## config.mk

```make
export PLATFORM = sky130hd
export DESIGN_NAME = if_stage
export DESIGN_NICKNAME = d
export VERILOG_FILES = /design/src/hw/if_pkg.sv /design/src/hw/fetch_if.sv /design/src/hw/fetch_unit.sv /design/src/hw/if_id_reg.sv /design/src/hw/if_stage.sv /design/src/hw/pc_select.sv
export SDC_FILE = /design/constraint.sdc
export NUM_CORES = 1
export LEC_CHECK = 0
export ABC_CLOCK_PERIOD_IN_PS = 5000
export BUFFER_PORTS_ARGS = -buffer_cell sky130_fd_sc_hd__buf_2
export CORE_MARGIN = 8
export CORE_UTILIZATION = 44
export DETAILED_ROUTE_END_ITERATION = 8
export GPL_TIMING_DRIVEN = 0
export PLACE_DENSITY = 0.76
export SLEW_MARGIN = 5
export SYNTH_ARGS = -nofsm -noshare
export SYNTH_HDL_FRONTEND = slang
export SYNTH_SLANG_ARGS = --single-unit
```

## constraint.sdc

```tcl
create_clock -name clk_i -period 5 [get_ports clk_i]
set_input_delay 1.25 -clock clk_i [delete_from_list [all_inputs] [get_ports clk_i]]
set_output_delay 1.25 -clock clk_i [all_outputs]
set_load 0.02 [all_outputs]
```

## src/hw/if_pkg.sv

```systemverilog
////////////////////////////////////////////////////////////
// every instruction is 32 bits wide, with no compressed ISA
// boot address and mtvec are aligned to VEC_ALIGN_BITS
////////////////////////////////////////////////////////////

package if_pkg;

  // datapath width for PCs and instruction words
  localparam int unsigned XLEN = 32;

  typedef logic [XLEN-1:0] addr_t;

  // source of the next fetch address
  typedef enum logic [2:0] {
    PC_BOOT = 3'd0,
    PC_JUMP = 3'd1,
    PC_EXC  = 3'd2,
    PC_ERET = 3'd3,
    PC_DRET = 3'd4
  } pc_sel_e;

  // trap target used when the PC source is PC_EXC
  typedef enum logic [1:0] {
    EXC_PC_EXC     = 2'd0,
    EXC_PC_IRQ     = 2'd1,
    EXC_PC_DBD     = 2'd2,
    EXC_PC_DBG_EXC = 2'd3
  } exc_pc_sel_e;

  // picks one of 32 vectored slots
  typedef logic [4:0] irq_id_t;

  // fixed debug module entry points
  localparam addr_t DM_HALT_ADDR = 32'h1A11_0800;
  localparam addr_t DM_EXC_ADDR  = 32'h1A11_0808;

  // first instruction sits at this offset in the boot block
  localparam logic [7:0] BOOT_OFFSET = 8'h80;

  // low bits ignored in boot_addr and mtvec
  localparam int unsigned VEC_ALIGN_BITS = 8;

  localparam addr_t INSTR_STEP = 32'd4;

endpackage

```

## src/hw/fetch_if.sv

```systemverilog
////////////////////////////////////////////////////////////
// valid/ready channel from the fetch unit to IF-ID
// payload holds while valid is high unless a PC set flushes it
////////////////////////////////////////////////////////////

`timescale 1ns/1ps

interface fetch_if import if_pkg::*; ();

  logic  valid;
  // ready is driven by the IF-ID side
  logic  ready;
  addr_t rdata;
  // PC of the word in rdata
  addr_t addr;
  // bus error seen on this fetch
  logic  err;

  modport src (output valid, output rdata, output addr, output err, input ready);

  modport dst (input valid, input rdata, input addr, input err, output ready);

endinterface

```

## src/hw/fetch_unit.sv

```systemverilog
////////////////////////////////////////////////////////////
// one request in flight at a time, no prefetch buffering
// a PC set marks any outstanding response as stale
////////////////////////////////////////////////////////////

`timescale 1ns/1ps

module fetch_unit import if_pkg::*; (
  input  logic  clk_i,
  input  logic  rst_ni,
  input  logic  req_i,
  input  logic  pc_set_i,
  input  addr_t fetch_addr_i,
  // instruction bus
  output logic  instr_req_o,
  output addr_t instr_addr_o,
  input  logic  instr_gnt_i,
  input  logic  instr_rvalid_i,
  input  addr_t instr_rdata_i,
  input  logic  instr_err_i,
  output logic  busy_o,
  fetch_if.src  out_if
);

  typedef enum logic [1:0] {
    S_IDLE,
    S_REQ,
    S_WAIT,
    S_HOLD
  } state_e;

  state_e state_q, state_d;
  state_e fetch_next;
  // PC of the word being fetched or held
  addr_t  addr_q, addr_d;
  // address on the bus, frozen while requesting
  addr_t  bus_addr_q;
  addr_t  rdata_q;
  logic   err_q;
  logic   discard_q, discard_d;
  logic   fetch_en_q;
  logic   rsp_take;
  logic   xfer;

  assign xfer       = out_if.valid & out_if.ready;
  assign fetch_next = req_i ? S_REQ : S_IDLE;

  // response belongs to addr_q and survives only without a PC set
  assign rsp_take = (state_q == S_WAIT) & instr_rvalid_i & ~discard_q & ~pc_set_i;

  ////////////////////////////////////////////////////////////
  // next state
  ////////////////////////////////////////////////////////////

  always_comb begin
    state_d   = state_q;
    addr_d    = pc_set_i ? fetch_addr_i : addr_q;
    discard_d = discard_q;
    unique case (state_q)
      S_IDLE: begin
        // nothing to fetch until a first PC set
        if (req_i && (fetch_en_q || pc_set_i)) begin
          state_d = S_REQ;
        end
      end
      S_REQ: begin
        // the pending request can't be withdrawn
        if (pc_set_i) begin
          discard_d = 1'b1;
        end
        if (instr_gnt_i) begin
          state_d = S_WAIT;
        end
      end
      S_WAIT: begin
        if (instr_rvalid_i) begin
          discard_d = 1'b0;
          state_d   = rsp_take ? S_HOLD : fetch_next;
        end else if (pc_set_i) begin
          discard_d = 1'b1;
        end
      end
      S_HOLD: begin
        if (pc_set_i) begin
          state_d = fetch_next;
        end else if (xfer) begin
          // sequential step after an accepted word
          addr_d  = addr_q + INSTR_STEP;
          state_d = fetch_next;
        end
      end
      default: state_d = S_IDLE;
    endcase
  end

  ////////////////////////////////////////////////////////////
  // registers
  ////////////////////////////////////////////////////////////

  always_ff @(posedge clk_i or negedge rst_ni) begin
    if (!rst_ni) begin
      state_q    <= S_IDLE;
      discard_q  <= 1'b0;
      fetch_en_q <= 1'b0;
    end else begin
      state_q    <= state_d;
      discard_q  <= discard_d;
      fetch_en_q <= fetch_en_q | pc_set_i;
    end
  end

  always_ff @(posedge clk_i) begin
    addr_q <= addr_d;
    // bus address only moves while no request is up
    if (state_q != S_REQ) begin
      bus_addr_q <= addr_d;
    end
    if (rsp_take) begin
      rdata_q <= instr_rdata_i;
      err_q   <= instr_err_i;
    end
  end

  assign instr_req_o  = (state_q == S_REQ);
  assign instr_addr_o = bus_addr_q;
  assign busy_o       = (state_q == S_REQ) | (state_q == S_WAIT);

  // held word goes out to IF-ID
  assign out_if.valid = (state_q == S_HOLD);
  assign out_if.rdata = rdata_q;
  assign out_if.addr  = addr_q;
  assign out_if.err   = err_q;

endmodule

```

## src/hw/if_id_reg.sv

```systemverilog
////////////////////////////////////////////////////////////
// loads on a fetch_if transfer, one cycle of latency
// valid stays up until ID clears it
////////////////////////////////////////////////////////////

`timescale 1ns/1ps

module if_id_reg import if_pkg::*; (
  input  logic  clk_i,
  input  logic  rst_ni,
  input  logic  pc_set_i,
  input  logic  instr_valid_clear_i,
  input  logic  id_in_ready_i,
  fetch_if.dst  in_if,
  output logic  instr_valid_id_o,
  output logic  instr_new_id_o,
  output addr_t instr_rdata_id_o,
  output logic  instr_fetch_err_o,
  output addr_t pc_id_o,
  output logic  pc_mismatch_alert_o
);

  logic  xfer;
  logic  valid_q, valid_d;
  logic  new_q;
  logic  seq_q, seq_d;
  addr_t pc_incr;

  // a word arriving with a PC set is squashed, so no transfer then
  assign in_if.ready = id_in_ready_i & ~pc_set_i;
  assign xfer        = in_if.valid & in_if.ready;

  // set by a transfer, held until explicitly cleared
  assign valid_d = xfer | (valid_q & ~instr_valid_clear_i);

  ////////////////////////////////////////////////////////////
  // flags
  ////////////////////////////////////////////////////////////

  // sequential flow ends at any PC set
  assign seq_d = (seq_q | xfer) & ~pc_set_i;

  always_ff @(posedge clk_i or negedge rst_ni) begin
    if (!rst_ni) begin
      valid_q <= 1'b0;
      new_q   <= 1'b0;
      seq_q   <= 1'b0;
    end else begin
      valid_q <= valid_d;
      new_q   <= xfer;
      seq_q   <= seq_d;
    end
  end

  // pipeline register, frozen while ID stalls
  always_ff @(posedge clk_i) begin
    if (xfer) begin
      instr_rdata_id_o  <= in_if.rdata;
      instr_fetch_err_o <= in_if.err;
      pc_id_o           <= in_if.addr;
    end
  end

  assign instr_valid_id_o = valid_q;
  assign instr_new_id_o   = new_q;

  ////////////////////////////////////////////////////////////
  // PC increment check
  ////////////////////////////////////////////////////////////

  // every word is 32 bits so the step is always 4
  assign pc_incr = pc_id_o + INSTR_STEP;

  assign pc_mismatch_alert_o = seq_q & in_if.valid & (in_if.addr != pc_incr);

endmodule

```

## src/hw/if_stage.sv

```systemverilog
////////////////////////////////////////////////////////////
// instruction fetch stage top, 32-bit words only
// fetching starts after a pc_set_i with req_i high
////////////////////////////////////////////////////////////

`timescale 1ns/1ps

module if_stage import if_pkg::*; (
  input  logic        clk_i,
  input  logic        rst_ni,
  input  addr_t       boot_addr_i,
  input  logic        req_i,
  // instruction bus
  output logic        instr_req_o,
  output addr_t       instr_addr_o,
  input  logic        instr_gnt_i,
  input  logic        instr_rvalid_i,
  input  addr_t       instr_rdata_i,
  input  logic        instr_err_i,
  // towards ID
  output logic        instr_valid_id_o,
  output logic        instr_new_id_o,
  output addr_t       instr_rdata_id_o,
  output logic        instr_fetch_err_o,
  output addr_t       pc_if_o,
  output addr_t       pc_id_o,
  // control from ID
  input  logic        instr_valid_clear_i,
  input  logic        pc_set_i,
  input  pc_sel_e     pc_sel_i,
  input  exc_pc_sel_e exc_pc_sel_i,
  input  irq_id_t     exc_cause_i,
  input  addr_t       branch_target_i,
  // csr values
  input  addr_t       csr_mepc_i,
  input  addr_t       csr_depc_i,
  input  addr_t       csr_mtvec_i,
  output logic        csr_mtvec_init_o,
  input  logic        id_in_ready_i,
  output logic        pc_mismatch_alert_o,
  output logic        if_busy_o
);

  addr_t fetch_addr_n;

  fetch_if fetch_bus ();

  pc_select i_pc_select (
    .boot_addr_i      (boot_addr_i),
    .pc_sel_i         (pc_sel_i),
    .exc_pc_sel_i     (exc_pc_sel_i),
    .irq_id_i         (exc_cause_i),
    .branch_target_i  (branch_target_i),
    .csr_mepc_i       (csr_mepc_i),
    .csr_depc_i       (csr_depc_i),
    .csr_mtvec_i      (csr_mtvec_i),
    .pc_set_i         (pc_set_i),
    .fetch_addr_o     (fetch_addr_n),
    .csr_mtvec_init_o (csr_mtvec_init_o)
  );

  fetch_unit i_fetch_unit (
    .clk_i          (clk_i),
    .rst_ni         (rst_ni),
    .req_i          (req_i),
    .pc_set_i       (pc_set_i),
    .fetch_addr_i   (fetch_addr_n),
    .instr_req_o    (instr_req_o),
    .instr_addr_o   (instr_addr_o),
    .instr_gnt_i    (instr_gnt_i),
    .instr_rvalid_i (instr_rvalid_i),
    .instr_rdata_i  (instr_rdata_i),
    .instr_err_i    (instr_err_i),
    .busy_o         (if_busy_o),
    .out_if         (fetch_bus.src)
  );

  if_id_reg i_if_id_reg (
    .clk_i               (clk_i),
    .rst_ni              (rst_ni),
    .pc_set_i            (pc_set_i),
    .instr_valid_clear_i (instr_valid_clear_i),
    .id_in_ready_i       (id_in_ready_i),
    .in_if               (fetch_bus.dst),
    .instr_valid_id_o    (instr_valid_id_o),
    .instr_new_id_o      (instr_new_id_o),
    .instr_rdata_id_o    (instr_rdata_id_o),
    .instr_fetch_err_o   (instr_fetch_err_o),
    .pc_id_o             (pc_id_o),
    .pc_mismatch_alert_o (pc_mismatch_alert_o)
  );

  // PC of the word offered by the fetch unit
  assign pc_if_o = fetch_bus.addr;

endmodule

```

## src/hw/pc_select.sv

```systemverilog
////////////////////////////////////////////////////////////
// purely combinational, fetch_addr_o is valid in the pc_set cycle
// low byte of boot_addr_i and csr_mtvec_i is ignored
////////////////////////////////////////////////////////////

`timescale 1ns/1ps

module pc_select import if_pkg::*; (
  input  addr_t       boot_addr_i,
  input  pc_sel_e     pc_sel_i,
  input  exc_pc_sel_e exc_pc_sel_i,
  input  irq_id_t     irq_id_i,
  input  addr_t       branch_target_i,
  input  addr_t       csr_mepc_i,
  input  addr_t       csr_depc_i,
  input  addr_t       csr_mtvec_i,
  input  logic        pc_set_i,
  output addr_t       fetch_addr_o,
  output logic        csr_mtvec_init_o
);

  addr_t exc_pc;
  addr_t boot_pc;

  // boot block base with the fixed entry offset
  assign boot_pc = {boot_addr_i[XLEN-1:VEC_ALIGN_BITS], BOOT_OFFSET};

  // trap vector, vectored irqs land at mtvec base + 4*id
  always_comb begin
    unique case (exc_pc_sel_i)
      EXC_PC_EXC:     exc_pc = {csr_mtvec_i[XLEN-1:VEC_ALIGN_BITS], 8'h00};
      EXC_PC_IRQ:     exc_pc = {csr_mtvec_i[XLEN-1:VEC_ALIGN_BITS], 1'b0, irq_id_i, 2'b00};
      EXC_PC_DBD:     exc_pc = DM_HALT_ADDR;
      EXC_PC_DBG_EXC: exc_pc = DM_EXC_ADDR;
      default:        exc_pc = {csr_mtvec_i[XLEN-1:VEC_ALIGN_BITS], 8'h00};
    endcase
  end

  // next fetch address
  always_comb begin
    unique case (pc_sel_i)
      PC_BOOT: fetch_addr_o = boot_pc;
      PC_JUMP: fetch_addr_o = branch_target_i;
      // trap handler entry
      PC_EXC:  fetch_addr_o = exc_pc;
      // return from trap
      PC_ERET: fetch_addr_o = csr_mepc_i;
      // return from debug mode
      PC_DRET: fetch_addr_o = csr_depc_i;
      default: fetch_addr_o = boot_pc;
    endcase
  end

  // csr file sets mtvec from boot_addr on the boot jump
  assign csr_mtvec_init_o = pc_set_i & (pc_sel_i == PC_BOOT);

endmodule

```

==> impl_table.tex <==
\begin{tabular}{lr}
\hline
Metric & Value \\
\hline
\multicolumn{2}{l}{\textbf{Synthesis}} \\
Main combinational cell family by area after synthesis & compound AO/OA/AOI/OAI gates \\
FFs w/ async S/R, synth & 4.14\% \\
Area fraction in and, or, nand and nor cells after synthesis & 14.3\% \\
Portion of the post-synthesis area used by sequential elements & 58.3\% \\
EDFF count, synth & 130 \\
Fraction of synthesized cell area in xor and xnor cells & 5.73\% \\
Share of synthesized cell area in full adder, half adder and majority cells & 1.08\% \\
Count of cell types in the netlist & 66 \\
Main flop type after synthesis & sky130\_fd\_sc\_hd\_\_edfxtp\_1 \\
Post-synthesis net count & 927 \\
Total of warnings raised by yosys & 0 \\
Total of flip-flops plus latches after synthesis & 169 \\
Instance count of the mapped netlist & 709 \\
Summed instance area of the synthesized netlist & 8100 um\^{}2 \\
Compound-gate portion of the synthesized area & 16.1\% \\
Synth Area per Inst & 11.4 um\^{}2 \\
Multiplexer area fraction after synthesis & 1.68\% \\
\multicolumn{2}{l}{\textbf{CTS}} \\
Post-CTS setup repair buffer count & 0 \\
Clock slew at reported path FFs & 0.07 ns \\
Total clock buffers created by CTS & 17 \\
Max clock buf depth & 2 \\
Number of clock sinks & 169 \\
Number of instances resized during post-cts repair & 0 \\
Clk\_lat worst skew & 0.43 ns \\
Deepest level of the CTS H-tree & 4 \\
TritonCTS clock tree & yes \\
Hold\_buf cts & 0 \\
Root Buffer & sky130\_fd\_sc\_hd\_\_clkbuf\_16 \\
\multicolumn{2}{l}{\textbf{Power and ir drop}} \\
Cell internal pwr & 2940 uW \\
Combinational share of power & 24.2\% \\
Leakage power total & 0.00436 uW \\
Share of power burned in the clock network & 31.5\% \\
Sequential share of power & 44.3\% \\
Peak supply drop & 0.000226 V \\
Pwr Density & 411 nW/um\^{}2 \\
Fraction of power spent switching nets & 33.2\% \\
Psw & 1460 uW \\
\multicolumn{2}{l}{\textbf{Timing}} \\
Setup violation total in the final timing report & 0 \\
Worst-case hold slack & 0.418 ns \\
Final clock skew & 0.0119 ns \\
Final-layout setup total negative slack & 0 ns \\
Tcrit/Tclk final & 85.3\% \\
Final min period & 4.27 ns \\
Worst-case headroom to the max-slew limit & 46.9\% \\
Unrepaired setup endpoints after global routing & false \\
Slew Viols, Final & 0 \\
Final number of hold-violating endpoints & 0 \\
Max frequency & 0.234 GHz \\
Pin slew with the least headroom to its limit & 0.796 ns \\
\multicolumn{2}{l}{\textbf{Finish}} \\
Top library cells by usage in the layout, fill and taps aside & sky130\_fd\_sc\_hd\_\_buf\_2, sky130\_fd\_sc\_hd\_\_edfxtp\_1, sky130\_fd\_sc\_hd\_\_nand2\_1 \\
Area of all placed cells without fillers & 10700 um\^{}2 \\
Layout Nets & 1277 \\
Fraction of final layout cells sized beyond drive strength 1 & 35.9\% \\
Finished Layout Cells & 1302 \\
Synth-to-Final Area Change & 32.2\% \\
FILL cells & 1589 \\
Most common cell after layout, fill and taps aside & sky130\_fd\_sc\_hd\_\_buf\_2 \\
\multicolumn{2}{l}{\textbf{Worst setup path}} \\
Crit path kind & reg2out \\
Reg-to-reg critical path startpoint & i\_fetch\_unit.state\_q[0]\$\_DFFE\_PN0P\_ \\
Crit Reg-Reg Endpoint & i\_fetch\_unit.instr\_addr\_o[10]\$\_DFFE\_PN\_ \\
Biggest fanout along the worst timing path & 7 \\
Required time reported for the critical path endpoint & 3.75 ns \\
Capturing element type of the critical path & output pin \\
Depth of the most critical reg-to-reg path & 8 \\
Data arrival time of the critical path & 3.02 ns \\
CP Launch Type & flop \\
Worst setup slack for register-to-register paths & 1.93 ns \\
\multicolumn{2}{l}{\textbf{Worst hold path}} \\
Worst hold path endpoint & i\_if\_id\_reg.instr\_rdata\_id\_o[12]\$\_DFFE\_PP\_ \\
Startpoint of the tightest hold check path & i\_fetch\_unit.out\_if.rdata[12]\$\_DFFE\_PP\_ \\
Count of cells along the worst hold path & 0 \\
Type of the tightest min-delay check & reg2reg \\
\multicolumn{2}{l}{\textbf{Placed design}} \\
Post-detail-place hpwl & 23200 um \\
Placement Cell Area & 10100 um\^{}2 \\
Dpl cells & 1269 \\
Routability congestion estimate from global placement & 0.928 \\
IO Port Bufs & 327 \\
\multicolumn{2}{l}{\textbf{Job}} \\
Maxcap violations & 0 \\
\multicolumn{2}{l}{\textbf{Drt}} \\
Vias post-DR & 7309 \\
DRC Markers & 0 \\
Count of TritonRoute iterations in the first routing pass & 7 \\
Post-DRT Antenna Nets & 0 \\
1st-iter DRT viols & 582 \\
Routed WL per cell & 22.3 um \\
Wire length reported by the detailed router & 29100 um \\
Via-per-instance ratio & 5.61 \\
\multicolumn{2}{l}{\textbf{Run status}} \\
Result of the run & finished, final reports clean \\
\multicolumn{2}{l}{\textbf{Floorplan}} \\
Core footprint & 18000 um\^{}2 \\
Die H & 152 um \\
\# IOs & 346 \\
Starting density of the core & 44.9\% \\
Count of standard-cell rows & 49 \\
Die width & 152 um \\
Die footprint & 23000 um\^{}2 \\
\multicolumn{2}{l}{\textbf{Global route}} \\
Number of global-route vias before repair & 7421 \\
Number of antenna violations at the first check in global routing & 1 \\
Total gr overflow & 0 \\
Maximum number of pins on one net before global-route repair & 39 \\
Wire length of the first global-routing pass & 42500 um \\
Global Route Usage Sum & 24.6\% \\
\hline
\end{tabular}
==> stage by stage <==
step	util, %	total power, uW	setup WS, ns
after floorplan	-	2550	0.661
after global placement	55.6	3020	-0.569
after detailed placement	55.9	3040	1.08
after CTS	59.4	4420	0.764
after global routing	59.4	4570	0.519
final	59.4	4400	0.733
==> Yosys cell counts, types with 7 or more instances <==
library cell / instances / area (um^2)
sky130_fd_sc_hd__nand2_1: 54 / 203
sky130_fd_sc_hd__dfrtp_1: 7 / 175
sky130_fd_sc_hd__dfxtp_1: 32 / 641
sky130_fd_sc_hd__and4_1: 8 / 70.1
sky130_fd_sc_hd__nor3_1: 11 / 55.1
sky130_fd_sc_hd__xnor2_1: 30 / 263
sky130_fd_sc_hd__and3_1: 11 / 68.8
sky130_fd_sc_hd__o21ai_0: 47 / 235
sky130_fd_sc_hd__a22oi_1: 40 / 300
sky130_fd_sc_hd__and2_1: 7 / 43.8
sky130_fd_sc_hd__ha_1: 7 / 87.6
sky130_fd_sc_hd__a211oi_1: 8 / 60.1
sky130_fd_sc_hd__nor4_1: 7 / 43.8
sky130_fd_sc_hd__nand3_1: 33 / 165
sky130_fd_sc_hd__mux2i_1: 11 / 110
sky130_fd_sc_hd__inv_1: 20 / 75.1
sky130_fd_sc_hd__a21oi_1: 31 / 155
sky130_fd_sc_hd__o211ai_1: 13 / 97.6
sky130_fd_sc_hd__nor2b_1: 7 / 43.8
sky130_fd_sc_hd__xor2_1: 23 / 201
sky130_fd_sc_hd__edfxtp_1: 130 / 3900
sky130_fd_sc_hd__nand4_1: 10 / 62.6
sky130_fd_sc_hd__clkbuf_1: 30 / 113
sky130_fd_sc_hd__a31oi_1: 14 / 87.6
sky130_fd_sc_hd__nor2_1: 34 / 128
==> sequential cells by signal (all words and copies together), names as in the netlist <==
register / flops
i_fetch_unit.instr_addr_o: 32
i_fetch_unit.out_if.addr: 32
i_fetch_unit.out_if.rdata: 32
i_if_id_reg.instr_rdata_id_o: 32
i_if_id_reg.pc_id_o: 32
i_fetch_unit.state_q: 2
i_fetch_unit.discard_q: 1
i_fetch_unit.fetch_en_q: 1
i_fetch_unit.out_if.err: 1
i_if_id_reg.instr_fetch_err_o: 1
i_if_id_reg.instr_new_id_o: 1
i_if_id_reg.instr_valid_id_o: 1
i_if_id_reg.seq_q: 1
==> layer usage <==
metal	GRT usage, %	wire, um	up-vias	share of wire (%)
met5	0	0	-	0
met4	9.55	835	0	2.9
met3	4.93	2150	50	7.4
met2	43.8	15000	383	52
met1	28.6	11000	3447	38
li1	-	-	3429	-
==> worst max-delay path, cell delays in order, from the launching register on <==
cell and delay [ns]:
sky130_fd_sc_hd__edfxtp_1 0.51, sky130_fd_sc_hd__ha_1 0.35, sky130_fd_sc_hd__nand2_1 0.13, sky130_fd_sc_hd__nor4_4 0.34
sky130_fd_sc_hd__nand3_1 0.16, sky130_fd_sc_hd__xnor2_1 0.21, sky130_fd_sc_hd__o2111ai_1 0.15, sky130_fd_sc_hd__nor4b_1 0.42
sky130_fd_sc_hd__a31oi_1 0.14, sky130_fd_sc_hd__buf_2 0.19
==> cell families after synthesis <==
group,count (synthesis)
AO/OA/AOI/OAI,197
XOR/XNOR,53
adder cells (fa/ha/maj),7
buffers and inverters,59
flip-flops,169
multiplexers,13
AND/OR/NAND/NOR,211
==> final cells by class <==
type	instances	area, um^2	area share [%]
inverter	21	80.1	0.748
tap	229	287	2.68
sequential	169	4720	44.1
antenna	1	2.50	0.0234
multi-input combinational	481	3160	29.5
clock inverter	15	204	1.90
clock buffer	17	425	3.97
timing repair buffer	331	1680	15.7
buffer	38	150	1.40
==> worst max path at each step <==
stage | start | end | slack (ns) | cells past startpoint
detailed placement | pc_set_i | csr_mtvec_init_o | 1.08 | 6
finish | i_if_id_reg.pc_id_o[2]$_DFFE_PP_ | pc_mismatch_alert_o | 0.73 | 9
global placement | pc_set_i | i_fetch_unit.out_if.rdata[16]$_DFFE_PP_ | -0.57 | 3
CTS | i_if_id_reg.pc_id_o[2]$_DFFE_PP_ | pc_mismatch_alert_o | 0.76 | 9
floorplan | pc_set_i | i_fetch_unit.out_if.err$_DFFE_PP_ | 0.66 | 2
global route | i_if_id_reg.pc_id_o[2]$_DFFE_PP_ | pc_mismatch_alert_o | 0.52 | 9
==> power by group through the flow <==
stage	registers (uW)	logic, uW	clock network [uW]
after floorplan	2150	401	0
after global placement	1980	1040	0
after detailed placement	1980	1060	0
after CTS	1950	1070	1400
after global routing	1970	1130	1460
final	1950	1060	1390
Note: power is estimated with default switching activity, not from simulation.
